--- config.mk ---
export PLATFORM = sky130hd
export DESIGN_NAME = uplink_top
export DESIGN_NICKNAME = d
export VERILOG_FILES = /design/src/hdl/uplink_reg_pkg.sv /design/src/hdl/uplink_frame_pkg.sv /design/src/hdl/uplink_top.sv /design/src/hdl/frame_builder.sv /design/src/hdl/uplink_cfg_apb.sv /design/src/hdl/frame_fifo.sv /design/src/hdl/crc16_d16.sv
export SDC_FILE = /design/constraint.sdc
export NUM_CORES = 2
export LEC_CHECK = 0
export ABC_AREA = 1
export BUFFER_PORTS_ARGS = -buffer_cell sky130_fd_sc_hd__buf_4
export CAP_MARGIN = 20
export CORE_AREA = 5 5 402 404
export CTS_BUF_LIST = sky130_fd_sc_hd__clkbuf_4 sky130_fd_sc_hd__clkbuf_8
export DETAILED_ROUTE_END_ITERATION = 6
export DIE_AREA = 0 0 407 409
export GPL_TIMING_DRIVEN = 0
export PLACE_DENSITY = 0.67
export SYNTH_ARGS = -nofsm -noshare
export SYNTH_HDL_FRONTEND = slang
export SYNTH_HIERARCHICAL = 1
export SYNTH_SLANG_ARGS = --single-unit
--- constraint.sdc ---
create_clock -name clk_sys -period 20.4 [get_ports clk_sys]
set_input_delay 2.04 -clock clk_sys [delete_from_list [all_inputs] [get_ports clk_sys]]
set_output_delay 2.04 -clock clk_sys [all_outputs]
set_load 0.01 [all_outputs]
--- src/hdl/uplink_reg_pkg.sv ---
// -----------------------------------------------
// Uplink register map
// APB addresses, reset values, config and status
// -----------------------------------------------
package uplink_reg_pkg;

    // Register addresses
    localparam logic [3:0] REG_CTRL   = 4'h0;
    localparam logic [3:0] REG_PERIOD = 4'h4;
    localparam logic [3:0] REG_SLOT   = 4'h8;
    localparam logic [3:0] REG_STATUS = 4'hC;

    // Frame period in clk_sys cycles after reset
    localparam logic [15:0] PERIOD_RESET = 16'd200;

    typedef struct packed {
        logic        enable;
        logic [15:0] period;
        logic [3:0]  slot;
    } uplink_cfg_t;

    // Read back through REG_STATUS
    typedef struct packed {
        logic [15:0] frames_sent;
        logic [15:0] frames_dropped;
    } uplink_stat_t;

endpackage

--- src/hdl/uplink_frame_pkg.sv ---
// -----------------------------------------------
// Uplink frame format
// Frame layout constants, stream word and channel
// sample types, sequencer states
// -----------------------------------------------
package uplink_frame_pkg;

    // Frame layout
    localparam int N_CHN         = 4;
    localparam int HDR_WORDS     = 9;
    localparam int PAIR_WORDS    = 9;
    localparam int PAYLOAD_WORDS = PAIR_WORDS * (N_CHN / 2);
    localparam int FRAME_WORDS   = HDR_WORDS + PAYLOAD_WORDS + 1;
    localparam int PAY_FIRST     = HDR_WORDS;
    localparam int PAY_LAST      = HDR_WORDS + PAYLOAD_WORDS - 1;
    localparam int IDX_W         = $clog2(FRAME_WORDS);

    // Header field values
    localparam logic [15:0] HDR_DA_SA = 16'h0004;
    localparam logic [15:0] DATA_TYPE = 16'h0010;

    // CRC-16 CCITT style, no reflection
    localparam logic [15:0] CRC_POLY = 16'h1021;
    localparam logic [15:0] CRC_INIT = 16'hFFFF;

    // Output buffer
    localparam int FIFO_DEPTH = 64;
    localparam int FIFO_AW    = $clog2(FIFO_DEPTH);

    typedef logic [FIFO_AW:0]   fifo_cnt_t;
    typedef logic [IDX_W-1:0]   word_idx_t;

    typedef struct packed {
        logic        sop;
        logic        eop;
        logic [15:0] data;
    } frame_word_t;

    typedef struct packed {
        logic [31:0] elec;
        logic [31:0] engn;
        logic [7:0]  masb;
    } chn_sample_t;

    typedef enum logic [1:0] {IDLE, HEADER, PAYLOAD, CRC} build_state_e;

endpackage
--- src/hdl/uplink_top.sv ---
// -----------------------------------------------
// Uplink frame generator top
// Registers, frame builder, CRC and output FIFO
// -----------------------------------------------
`timescale 1ns/1ns

module uplink_top (
    input  logic                          clk_sys,
    input  logic                          rst_sys_n,
    input  logic                          psel,
    input  logic                          penable,
    input  logic                          pwrite,
    input  logic [3:0]                    paddr,
    input  logic [31:0]                   pwdata,
    output logic [31:0]                   prdata,
    output logic                          pready,
    output logic                          pslverr,
    input  logic [31:0]                   mdu_status,
    input  uplink_frame_pkg::chn_sample_t chn_samples [uplink_frame_pkg::N_CHN],
    input  logic                          out_ready,
    output logic                          out_valid,
    output uplink_frame_pkg::frame_word_t out_word
);

    uplink_reg_pkg::uplink_cfg_t   cfg;
    uplink_reg_pkg::uplink_stat_t  stat;
    uplink_frame_pkg::frame_word_t wr_word;
    uplink_frame_pkg::fifo_cnt_t   free_words;
    logic                          wr_en;
    logic                          crc_clear;
    logic                          crc_en;
    logic [15:0]                   crc_data;
    logic [15:0]                   crc_value;

    uplink_cfg_apb i_cfg (
        .clk_sys, .rst_sys_n,
        .psel, .penable, .pwrite, .paddr, .pwdata,
        .prdata, .pready, .pslverr,
        .stat, .cfg
    );

    frame_builder i_builder (
        .clk_sys, .rst_sys_n, .cfg, .mdu_status, .chn_samples, .free_words,
        .crc_value, .crc_clear, .crc_en, .crc_data, .wr_en, .wr_word, .stat
    );

    crc16_d16 i_crc (
        .clk_sys, .rst_sys_n, .crc_clear, .crc_en, .crc_data, .crc_value
    );

    frame_fifo i_fifo (
        .clk_sys, .rst_sys_n, .wr_en, .wr_word, .free_words,
        .out_ready, .out_valid, .out_word
    );

endmodule

--- src/hdl/frame_builder.sv ---
// -----------------------------------------------
// Uplink frame builder
// Period timer, input snapshot and the header,
// payload and CRC word sequencer
// -----------------------------------------------
`timescale 1ns/1ns

module frame_builder (
    input  logic                          clk_sys,
    input  logic                          rst_sys_n,
    input  uplink_reg_pkg::uplink_cfg_t   cfg,
    input  logic [31:0]                   mdu_status,
    input  uplink_frame_pkg::chn_sample_t chn_samples [uplink_frame_pkg::N_CHN],
    input  uplink_frame_pkg::fifo_cnt_t   free_words,
    input  logic [15:0]                   crc_value,
    output logic                          crc_clear,
    output logic                          crc_en,
    output logic [15:0]                   crc_data,
    output logic                          wr_en,
    output uplink_frame_pkg::frame_word_t wr_word,
    output uplink_reg_pkg::uplink_stat_t  stat
);

    uplink_frame_pkg::build_state_e state;
    uplink_frame_pkg::word_idx_t    word_idx;
    uplink_frame_pkg::chn_sample_t  snap_chn [uplink_frame_pkg::N_CHN];
    logic [31:0]                    snap_status;
    logic [3:0]                     snap_slot;
    logic [15:0]                    seq_num;
    logic [15:0]                    period_cnt;
    logic [15:0]                    word_data;
    logic                           tick;
    logic                           has_room;

    // Byte straddling layout of one even/odd channel pair
    function automatic logic [15:0] pack_word(input uplink_frame_pkg::chn_sample_t e,
                                              input uplink_frame_pkg::chn_sample_t o,
                                              input int k);
        logic [15:0] w;
        case (k)
            0:       w = e.elec[15:0];
            1:       w = e.elec[31:16];
            2:       w = e.engn[15:0];
            3:       w = e.engn[31:16];
            4:       w = {o.elec[7:0], e.masb};
            5:       w = o.elec[23:8];
            6:       w = {o.engn[7:0], o.elec[31:24]};
            7:       w = o.engn[23:8];
            default: w = {o.masb, o.engn[31:24]};
        endcase
        return w;
    endfunction

    // -----------------------------------------------
    // Period timer and frame admission
    // -----------------------------------------------
    assign tick     = cfg.enable && (period_cnt == cfg.period - 16'd1);
    assign has_room = free_words >= uplink_frame_pkg::fifo_cnt_t'(uplink_frame_pkg::FRAME_WORDS);

    always_ff @(posedge clk_sys or negedge rst_sys_n) begin
        if (!rst_sys_n) begin
            period_cnt <= 16'd0;
        end else if (!cfg.enable || tick) begin
            period_cnt <= 16'd0;
        end else begin
            period_cnt <= period_cnt + 16'd1;
        end
    end

    // Snapshot taken once per accepted frame
    always_ff @(posedge clk_sys) begin
        if (tick && state == uplink_frame_pkg::IDLE && has_room) begin
            snap_chn    <= chn_samples;
            snap_status <= mdu_status;
            snap_slot   <= cfg.slot;
            seq_num     <= stat.frames_sent;
        end
    end

    // -----------------------------------------------
    // Word sequencer and counters
    // -----------------------------------------------
    always_ff @(posedge clk_sys or negedge rst_sys_n) begin
        if (!rst_sys_n) begin
            state               <= uplink_frame_pkg::IDLE;
            word_idx            <= '0;
            stat.frames_sent    <= 16'd0;
            stat.frames_dropped <= 16'd0;
        end else begin
            case (state)
                uplink_frame_pkg::IDLE: begin
                    word_idx <= '0;
                    if (tick && has_room) begin
                        state <= uplink_frame_pkg::HEADER;
                    end else if (tick) begin
                        stat.frames_dropped <= stat.frames_dropped + 16'd1;
                    end
                end
                uplink_frame_pkg::HEADER: begin
                    word_idx <= word_idx + 1'b1;
                    if (word_idx == uplink_frame_pkg::word_idx_t'(uplink_frame_pkg::PAY_FIRST - 1)) begin
                        state <= uplink_frame_pkg::PAYLOAD;
                    end
                end
                uplink_frame_pkg::PAYLOAD: begin
                    word_idx <= word_idx + 1'b1;
                    if (word_idx == uplink_frame_pkg::word_idx_t'(uplink_frame_pkg::PAY_LAST)) begin
                        state <= uplink_frame_pkg::CRC;
                    end
                end
                default: begin
                    state            <= uplink_frame_pkg::IDLE;
                    stat.frames_sent <= stat.frames_sent + 16'd1;
                end
            endcase
        end
    end

    // Data field for the current word
    always_comb begin
        int pay;
        int pair;
        pay       = int'(word_idx) - uplink_frame_pkg::PAY_FIRST;
        pair      = pay / uplink_frame_pkg::PAIR_WORDS;
        word_data = 16'd0;
        case (state)
            uplink_frame_pkg::HEADER: begin
                case (word_idx)
                    1:       word_data = uplink_frame_pkg::HDR_DA_SA;
                    2:       word_data = {10'd0, snap_slot, 2'b00};
                    3:       word_data = seq_num;
                    4:       word_data = uplink_frame_pkg::DATA_TYPE;
                    6:       word_data = 16'(uplink_frame_pkg::PAYLOAD_WORDS);
                    7:       word_data = snap_status[15:0];
                    8:       word_data = snap_status[31:16];
                    default: word_data = 16'd0;
                endcase
            end
            uplink_frame_pkg::PAYLOAD: begin
                word_data = pack_word(snap_chn[2 * pair], snap_chn[2 * pair + 1],
                                      pay % uplink_frame_pkg::PAIR_WORDS);
            end
            uplink_frame_pkg::CRC: word_data = crc_value;
            default: word_data = 16'd0;
        endcase
    end

    assign wr_en        = (state != uplink_frame_pkg::IDLE);
    assign wr_word.sop  = (state == uplink_frame_pkg::HEADER) && (word_idx == '0);
    assign wr_word.eop  = (state == uplink_frame_pkg::CRC);
    assign wr_word.data = word_data;

    // CRC covers the status words and the payload
    assign crc_clear = wr_word.sop;
    assign crc_en    = (state == uplink_frame_pkg::PAYLOAD) ||
                       ((state == uplink_frame_pkg::HEADER) && word_idx >= 7);
    assign crc_data  = word_data;

endmodule

--- src/hdl/uplink_cfg_apb.sv ---
// -----------------------------------------------
// Uplink configuration registers
// APB slave for control, period and slot, with
// read back of the frame counters
// -----------------------------------------------
`timescale 1ns/1ns

module uplink_cfg_apb (
    input  logic                       clk_sys,
    input  logic                       rst_sys_n,
    input  logic                       psel,
    input  logic                       penable,
    input  logic                       pwrite,
    input  logic [3:0]                 paddr,
    input  logic [31:0]                pwdata,
    output logic [31:0]                prdata,
    output logic                       pready,
    output logic                       pslverr,
    input  uplink_reg_pkg::uplink_stat_t stat,
    output uplink_reg_pkg::uplink_cfg_t  cfg
);

    logic access;
    logic addr_ok;

    assign access  = psel && penable;
    assign addr_ok = (paddr == uplink_reg_pkg::REG_CTRL)   ||
                     (paddr == uplink_reg_pkg::REG_PERIOD) ||
                     (paddr == uplink_reg_pkg::REG_SLOT)   ||
                     (paddr == uplink_reg_pkg::REG_STATUS);

    // No wait states
    assign pready  = 1'b1;
    assign pslverr = access && (!addr_ok || (pwrite && paddr == uplink_reg_pkg::REG_STATUS));

    // Writes land on the access phase edge
    always_ff @(posedge clk_sys or negedge rst_sys_n) begin
        if (!rst_sys_n) begin
            cfg.enable <= 1'b0;
            cfg.period <= uplink_reg_pkg::PERIOD_RESET;
            cfg.slot   <= 4'd0;
        end else if (access && pwrite) begin
            case (paddr)
                uplink_reg_pkg::REG_CTRL:   cfg.enable <= pwdata[0];
                uplink_reg_pkg::REG_PERIOD: cfg.period <= pwdata[15:0];
                uplink_reg_pkg::REG_SLOT:   cfg.slot   <= pwdata[3:0];
                default: ;
            endcase
        end
    end

    // Read mux
    always_comb begin
        case (paddr)
            uplink_reg_pkg::REG_CTRL:   prdata = {31'd0, cfg.enable};
            uplink_reg_pkg::REG_PERIOD: prdata = {16'd0, cfg.period};
            uplink_reg_pkg::REG_SLOT:   prdata = {28'd0, cfg.slot};
            uplink_reg_pkg::REG_STATUS: prdata = {stat.frames_dropped, stat.frames_sent};
            default:                    prdata = 32'd0;
        endcase
    end

endmodule

--- src/hdl/frame_fifo.sv ---
// -----------------------------------------------
// Frame word FIFO
// Circular buffer with free space count and a
// valid/ready output port
// -----------------------------------------------
`timescale 1ns/1ns

module frame_fifo (
    input  logic                          clk_sys,
    input  logic                          rst_sys_n,
    input  logic                          wr_en,
    input  uplink_frame_pkg::frame_word_t wr_word,
    output uplink_frame_pkg::fifo_cnt_t   free_words,
    input  logic                          out_ready,
    output logic                          out_valid,
    output uplink_frame_pkg::frame_word_t out_word
);

    uplink_frame_pkg::frame_word_t mem [uplink_frame_pkg::FIFO_DEPTH];
    logic [uplink_frame_pkg::FIFO_AW-1:0] wr_ptr;
    logic [uplink_frame_pkg::FIFO_AW-1:0] rd_ptr;
    uplink_frame_pkg::fifo_cnt_t          count;
    logic                                 push;
    logic                                 pop;

    assign push = wr_en && (free_words != '0);
    assign pop  = out_valid && out_ready;

    always_ff @(posedge clk_sys) begin
        if (push) begin
            mem[wr_ptr] <= wr_word;
        end
    end

    always_ff @(posedge clk_sys or negedge rst_sys_n) begin
        if (!rst_sys_n) begin
            wr_ptr <= '0;
            rd_ptr <= '0;
            count  <= '0;
        end else begin
            wr_ptr <= wr_ptr + push;
            rd_ptr <= rd_ptr + pop;
            count  <= count + push - pop;
        end
    end

    // Head word stays put until it is taken
    assign out_valid  = (count != '0);
    assign out_word   = mem[rd_ptr];
    assign free_words = uplink_frame_pkg::fifo_cnt_t'(uplink_frame_pkg::FIFO_DEPTH) - count;

endmodule

--- src/hdl/crc16_d16.sv ---
// -----------------------------------------------
// CRC-16 accumulator
// Folds in one 16-bit word per clock, MSB first
// -----------------------------------------------
`timescale 1ns/1ns

module crc16_d16 (
    input  logic        clk_sys,
    input  logic        rst_sys_n,
    input  logic        crc_clear,
    input  logic        crc_en,
    input  logic [15:0] crc_data,
    output logic [15:0] crc_value
);

    logic [15:0] crc_next;

    // Sixteen serial shift steps in one cycle
    always_comb begin
        crc_next = crc_value;
        for (int i = 15; i >= 0; i--) begin
            if (crc_next[15] ^ crc_data[i]) begin
                crc_next = {crc_next[14:0], 1'b0} ^ uplink_frame_pkg::CRC_POLY;
            end else begin
                crc_next = {crc_next[14:0], 1'b0};
            end
        end
    end

    always_ff @(posedge clk_sys or negedge rst_sys_n) begin
        if (!rst_sys_n) begin
            crc_value <= uplink_frame_pkg::CRC_INIT;
        end else if (crc_clear) begin
            crc_value <= uplink_frame_pkg::CRC_INIT;
        end else if (crc_en) begin
            crc_value <= crc_next;
        end
    end

endmodule

---- Word level (Yosys, flattened, before mapping) ----
Memory sizes are Yosys's and may differ from the RTL's.
Cells that the tools add are included.
word-level totals
  flip-flop bits (word level) ............. 451
  memory bits (writable) .................. 1152
  input bits .............................. 362
  output and inout port bits .............. 53
  logic and storage cells ................. 178
  memories ................................ 1
cells by class
  add/sub/neg operators ................... 12
  div/mod/pow operators ................... 2
  $lt $le $gt $ge ......................... 4
  equality and inequality tests ........... 25
  muxes and demuxes ....................... 36
  bitwise operators ....................... 35
  reductions and logical operators ........ 36
memory list
  name        depth  bits a word  rd ports  clocked after Yosys merged registers in  write ports  line              RTL
  i_fifo.mem  64     18           1         0                                        1            frame_fifo.sv:19  uplink_frame_pkg::frame_word_t mem [uplink_frame_pkg::FIFO_DEPTH];
operators with widths
  operator                                                count
  binary-select mux 72 bit (select 2 bit)                 2
  2-to-1 mux 72 bit                                       4
  2-to-1 mux 13 bit                                       16
  == test 32 x 3 -> 1 bit, second input constant          4
  one-hot mux 16 bit (8 select lines)                     1
  one-hot mux 32 bit (4 select lines)                     1
  one-hot mux 16 bit (7 select lines)                     1
  == test 32 x 2 -> 1 bit, second input constant          2
  >= comparator 32 x 3 -> 1 bit, second input constant    2
  inverter 32 bit                                         2
  adder 16 x 1 -> 16 bit, second input constant           3
  2-to-1 mux 16 bit                                       3
  inverter 3 bit                                          16
  one-hot mux 16 bit (3 select lines)                     1
  adder 32 x 2 -> 32 bit, second input constant           1
  divider 32 x 5 -> 32 bit, second input constant         1
  == test 32 x 1 -> 1 bit, second input constant          1
  logical NOT 32 bit                                      1
  remainder unit 32 x 5 -> 32 bit, second input constant  1
  == test 16 bit                                          1
  subtractor 16 x 1 -> 16 bit, second input constant      1
  bitwise XOR 1 bit                                       16
  == test 5 x 3 -> 1 bit, second input constant           3
  nonzero test 7 bit                                      2
  other kinds (34)                                        64

---- Depth between registers and ports, before layout ----
  depth in word-level cells ............... 43
  mapped depth ............................ 51
  gate-level depth less buffers ........... 49

---- Hierarchy ----
The synthesis kept the hierarchy.
modules (own cells, without submodules)
  module          times used  cells each  area each (um2)  sequential area each (um2)
  frame_fifo      1           4501        49362.3          35068.6
  frame_builder   1           1790        18297.5          11586.1
  crc16_d16       1           203         1430.1           420.4
  uplink_cfg_apb  1           208         1316.3           529.3

---- Worst setup path after synthesis ----
Ideal clock, no wire load.
  path type ............................... register to register
  start ................................... register i_cfg/cfg[4] (netlist name)
  end ..................................... register i_builder.seq_num[0] (enable)
  setup time .............................. 1.050 ns
  arrival ................................. 16.328 ns
  data required time ...................... 19.350 ns
  slack ................................... 3.022 ns
  stages on the path, launching flop included .. 16
  buffers on the path ..................... 0
  clock period less this slack ............ 17.378 ns
  cell sequence ........................... dfrtp_1 > inv_1 > ha_1 > nand2_1 > nor3_1 > nand2_1 > inv_1 > nand2_1 > nor2_1 > xnor2_1 > o211ai_1 > nor2_1 > o2111ai_1 > nor4b_1 > nand2_1 > nor2_1
between the ends
  word-level cells in the longest chain between the ends .. 5
ends and longest elaborated chain
  what                             line                 RTL
  subtractor 16 x 1 -> 16 bit      frame_builder.sv:57  assign tick = cfg.enable && (period_cnt == cfg.period - 16'd1);
  == test 16 bit                   frame_builder.sv:57
  logical AND 1 bit                frame_builder.sv:57
  logical AND 1 bit (2 in series)  frame_builder.sv:72  if (tick && state == uplink_frame_pkg::IDLE && has_room) begin
  end signal: assignment           frame_builder.sv:76  seq_num <= stat.frames_sent;
  end: declaration                 frame_builder.sv:29  logic [15:0] seq_num;
No other way between the ends.
A chain may end at the register's enable or synchronous reset.

---- Worst setup path after layout ----
  start ................................... register i_builder.word_idx[0]
  end ..................................... memory i_fifo/mem[22][12] in the netlist's numbering (data pin)
between the ends
  word-level cells in the longest chain between the ends .. 9
  elaborated cells on any way between the ends .. 30
  classes of those cells .................. add/sub: 2; div: 2; eq/ne: 14; mux: 9; bitwise: 2; reduce/logical: 1
ends and longest elaborated chain
  what                                                   line                  RTL
  start: declaration                                     frame_builder.sv:25   uplink_frame_pkg::word_idx_t word_idx;
  start signal: assignment                               frame_builder.sv:100  word_idx <= word_idx + 1'b1;
  start signal: assignment                               frame_builder.sv:106  word_idx <= word_idx + 1'b1;
  subtractor 5 x 4 -> 6 bit                              frame_builder.sv:123  pay = int'(word_idx) - uplink_frame_pkg::PAY_FIRST;
  divider 32 x 5 -> 32 bit                               frame_builder.sv:124  pair = pay / uplink_frame_pkg::PAIR_WORDS;
  adder 32 x 2 -> 32 bit                                 frame_builder.sv:140  word_data = pack_word(snap_chn[2 * pair], snap_chn[2 * pair + 1],
  inverter 32 bit (not written as such)                  frame_builder.sv:140
  binary-select mux 72 bit (select 2 bit)                frame_builder.sv:140
  2-to-1 mux 72 bit (not written as such) (2 in series)  frame_builder.sv:140
  one-hot mux 16 bit (8 select lines)                    frame_builder.sv:40   case (k)
  one-hot mux 16 bit (3 select lines) *                  frame_builder.sv:126  case (state)
  via crc_data[12]                                       uplink_top.sv:32      logic [15:0] crc_data;
  end: declaration                                       frame_fifo.sv:19
The timed path passes the listed nets; every way through them passes the cells marked *. The select of a mux whose other input is x is not followed.

==> impl_metrics.tcl <==
set metrics [dict create \
    dp_slack_ns 13.38 \
    hold_violations 0 \
    vias 53063 \
    cts_resized 0 \
    clk_latency_ns 1.04 \
    cts_made_buffers 281 \
    path_delay_family "simple AND/OR/NAND/NOR gates" \
    outcome "finished, final reports clean" \
    relSlewSlack_pct 28.0 \
    firstDrtPassIters 6 \
    max_freq_ghz 0.139 \
    post-cts-setup-buffer-count 0 \
    routed_wl_um 232000 \
    syn_avg_cell_area_um2 10.5 \
    wl_per_cell_um 23.8 \
    initial_core_util_pct 44.7 \
    grt_pass1_wl_um 332000 \
    critical-path-max-stage-delay_ns 0.83 \
    fin_crit_sh_pct 35.4 \
    grt_start_max_net_pins 70 \
    dieArea_um2 166000 \
    startpoint_type "flop" \
    cts_sinks 1603 \
    io_pins 415 \
    crit_required_ns 21.04 \
    cts_root_buf "clkbuf_8" \
    hp-class "reg -> reg" \
    post-dp-hpwl_um 162000 \
    fin_total_pwr_uw 12600 \
    synth_fp_nets 7101 \
    grt_pass1_vias 50257 \
    htree_levels 5 \
    path_class "reg -> reg" \
    worstPathMaxFanout 64 \
    die_h_um 409 \
    port_buffers 397 \
    path_clk_slew_ns 0.06 \
    first_iter_violations 7554 \
    drc 0 \
    crit_slowest_cell "buf_4" \
    fin_area_um2 82500 \
    path_common_cell "nand2_1" \
    rows 146 \
    antenna_found_initial 34 \
    yosysWarnings 6 \
    cap_violations 0 \
    globalplace.congestion 1.01 \
    crit_buf_inv 7 \
    grt_usage_pct 27.4 \
    die_w_um 407 \
    min_period_ns 7.21 \
    worst_slew_pin_slew_ns 1.08 \
    clockBufferDepth 4 \
    drv_slew 0 \
    core_um2 157000 \
    multi_input_area_um2 19200 \
    vias_per_cell 5.46 \
    ant_nets 0 \
    final.setup.worst_slack_ns 13.19 \
    n_fill_cell 13686 \
    synth_area_um2 70400 \
    critPathArrivalTime_ns 7.85 \
    power_density_nw_per_um2 152 \
    skew_ns 0.0946 \
    placed_area_um2 77300 \
    tritoncts "built" \
    synth_cells 6701 \
    p_leak_uw 0.0345 \
    layout-drive-gt1-share_pct 16.7 \
    seq_area_um2 47600 \
    final_util_pct 52.4 \
    setup-violations-final 0 \
    final_nets 7839 \
    gr-total-overflow 0 \
    endpoint_kind "flop" \
    rsz0062_at_grt "false" \
    max-vdd-ir-drop_mv 0.145 \
    area_delta_synth_final_pct 17.2 \
    cts_hold_buf 0 \
]
[through the flow]
step / instances / hold slack, ns / TNS (ns)
floorplan: 6701 / 0.445 / 0
global placement: 9170 / 0.466 / -1032.78
detailed placement: 9228 / 0.467 / 0
CTS: 9700 / 0.480 / 0
global route: 9724 / 0.488 / 0
finish: 9727 / 0.478 / 0
[per-layer routing]
layer / wire length [um] / global-route usage (%) / share of wire [%]
met5: 37 / 0 / 0.016
met4: 11800 / 12.9 / 5.1
met3: 27800 / 6.99 / 12
met2: 105000 / 42.2 / 45
met1: 87300 / 36.6 / 38
[cells in the final DEF, fill, tap and decap left out, types with 24 or more instances in the layout]
cell         n
clkinv_1    51
a21oi_1    124
nor3_1      34
ha_1        36
clkbuf_4   109
buf_4      445
o211ai_1    58
nor2_4      30
nor2_2      50
buf_1       39
buf_8       26
clkbuf_1   106
diode_2     27
nand2_1   2418
clkbuf_8   290
buf_2      137
xor2_1      65
nand3_1    854
edfxtp_1  1492
dfrtp_1     92
o21ai_1     44
nand2_2     37
inv_1      520
xnor2_1     29
inv_2       24
nor2_1     300
[where the power goes]
group          switching, uW  internal (uW)
Sequential              63.8           3960
Clock                   1270           1530
Combinational           4320           1400
Total                   5660           6890
[worst reg2reg max path: cells and delay by family, from the launching register on]
kind                     cells  cell delay, ns
AND/OR/NAND/NOR             16            2.18
buffers and inverters        7            2.03
adder cells (fa/ha/maj)      4            1.05
flip-flops                   1            0.56
XOR/XNOR                     2            0.54
AO/OA/AOI/OAI                1            0.43
[flip-flops by register name, summed over array words and instances, names as in the netlist]
register / flops
i_crc/crc_value: 16
i_builder/seq_num: 16
i_fifo/count: 7
i_builder/state: 2
i_fifo/rd_ptr: 6
i_builder/stat: 32
i_cfg/cfg: 21
i_fifo/wr_ptr: 6
i_builder/snap_status: 32
i_builder/word_idx: 5
i_builder/period_cnt: 16
i_builder/snap_slot: 4
i_builder/snap_chn: 288
i_fifo/mem: 1152
[layout make-up]
class	instances	area share [%]
Antenna cell	27	0.0819
Buffer	338	2.04
Clock buffer	399	5.83
Clock inverter	73	0.463
Inverter	548	2.50
Multi-Input combinational cell	4212	23.3
Sequential cell	1603	57.7
Tap cell	2072	3.14
Timing Repair Buffer	455	4.99
[final timing paths]
check	from	to	slack (ns)	depth (start not counted)
worst max-delay path	i_builder/word_idx[0]$_DFFE_PN0P_	i_fifo/mem[22][12]$_DFFE_PP_	13.19	30
min in group asynchronous	rst_sys_n	i_builder/stat[11]$_DFFE_PN0P_	0.93	1
worst min register to register	i_builder/stat[15]$_DFFE_PN0P_	i_builder/stat[15]$_DFFE_PN0P_	0.48	1
worst min-delay path	i_builder/stat[15]$_DFFE_PN0P_	i_builder/stat[15]$_DFFE_PN0P_	0.48	1
max in group asynchronous	rst_sys_n	i_crc/crc_value[12]$_DFFE_PN1P_	18.68	2
worst max register to register	i_builder/word_idx[0]$_DFFE_PN0P_	i_fifo/mem[22][12]$_DFFE_PP_	13.19	30
Power figures use the tool's default switching activity.
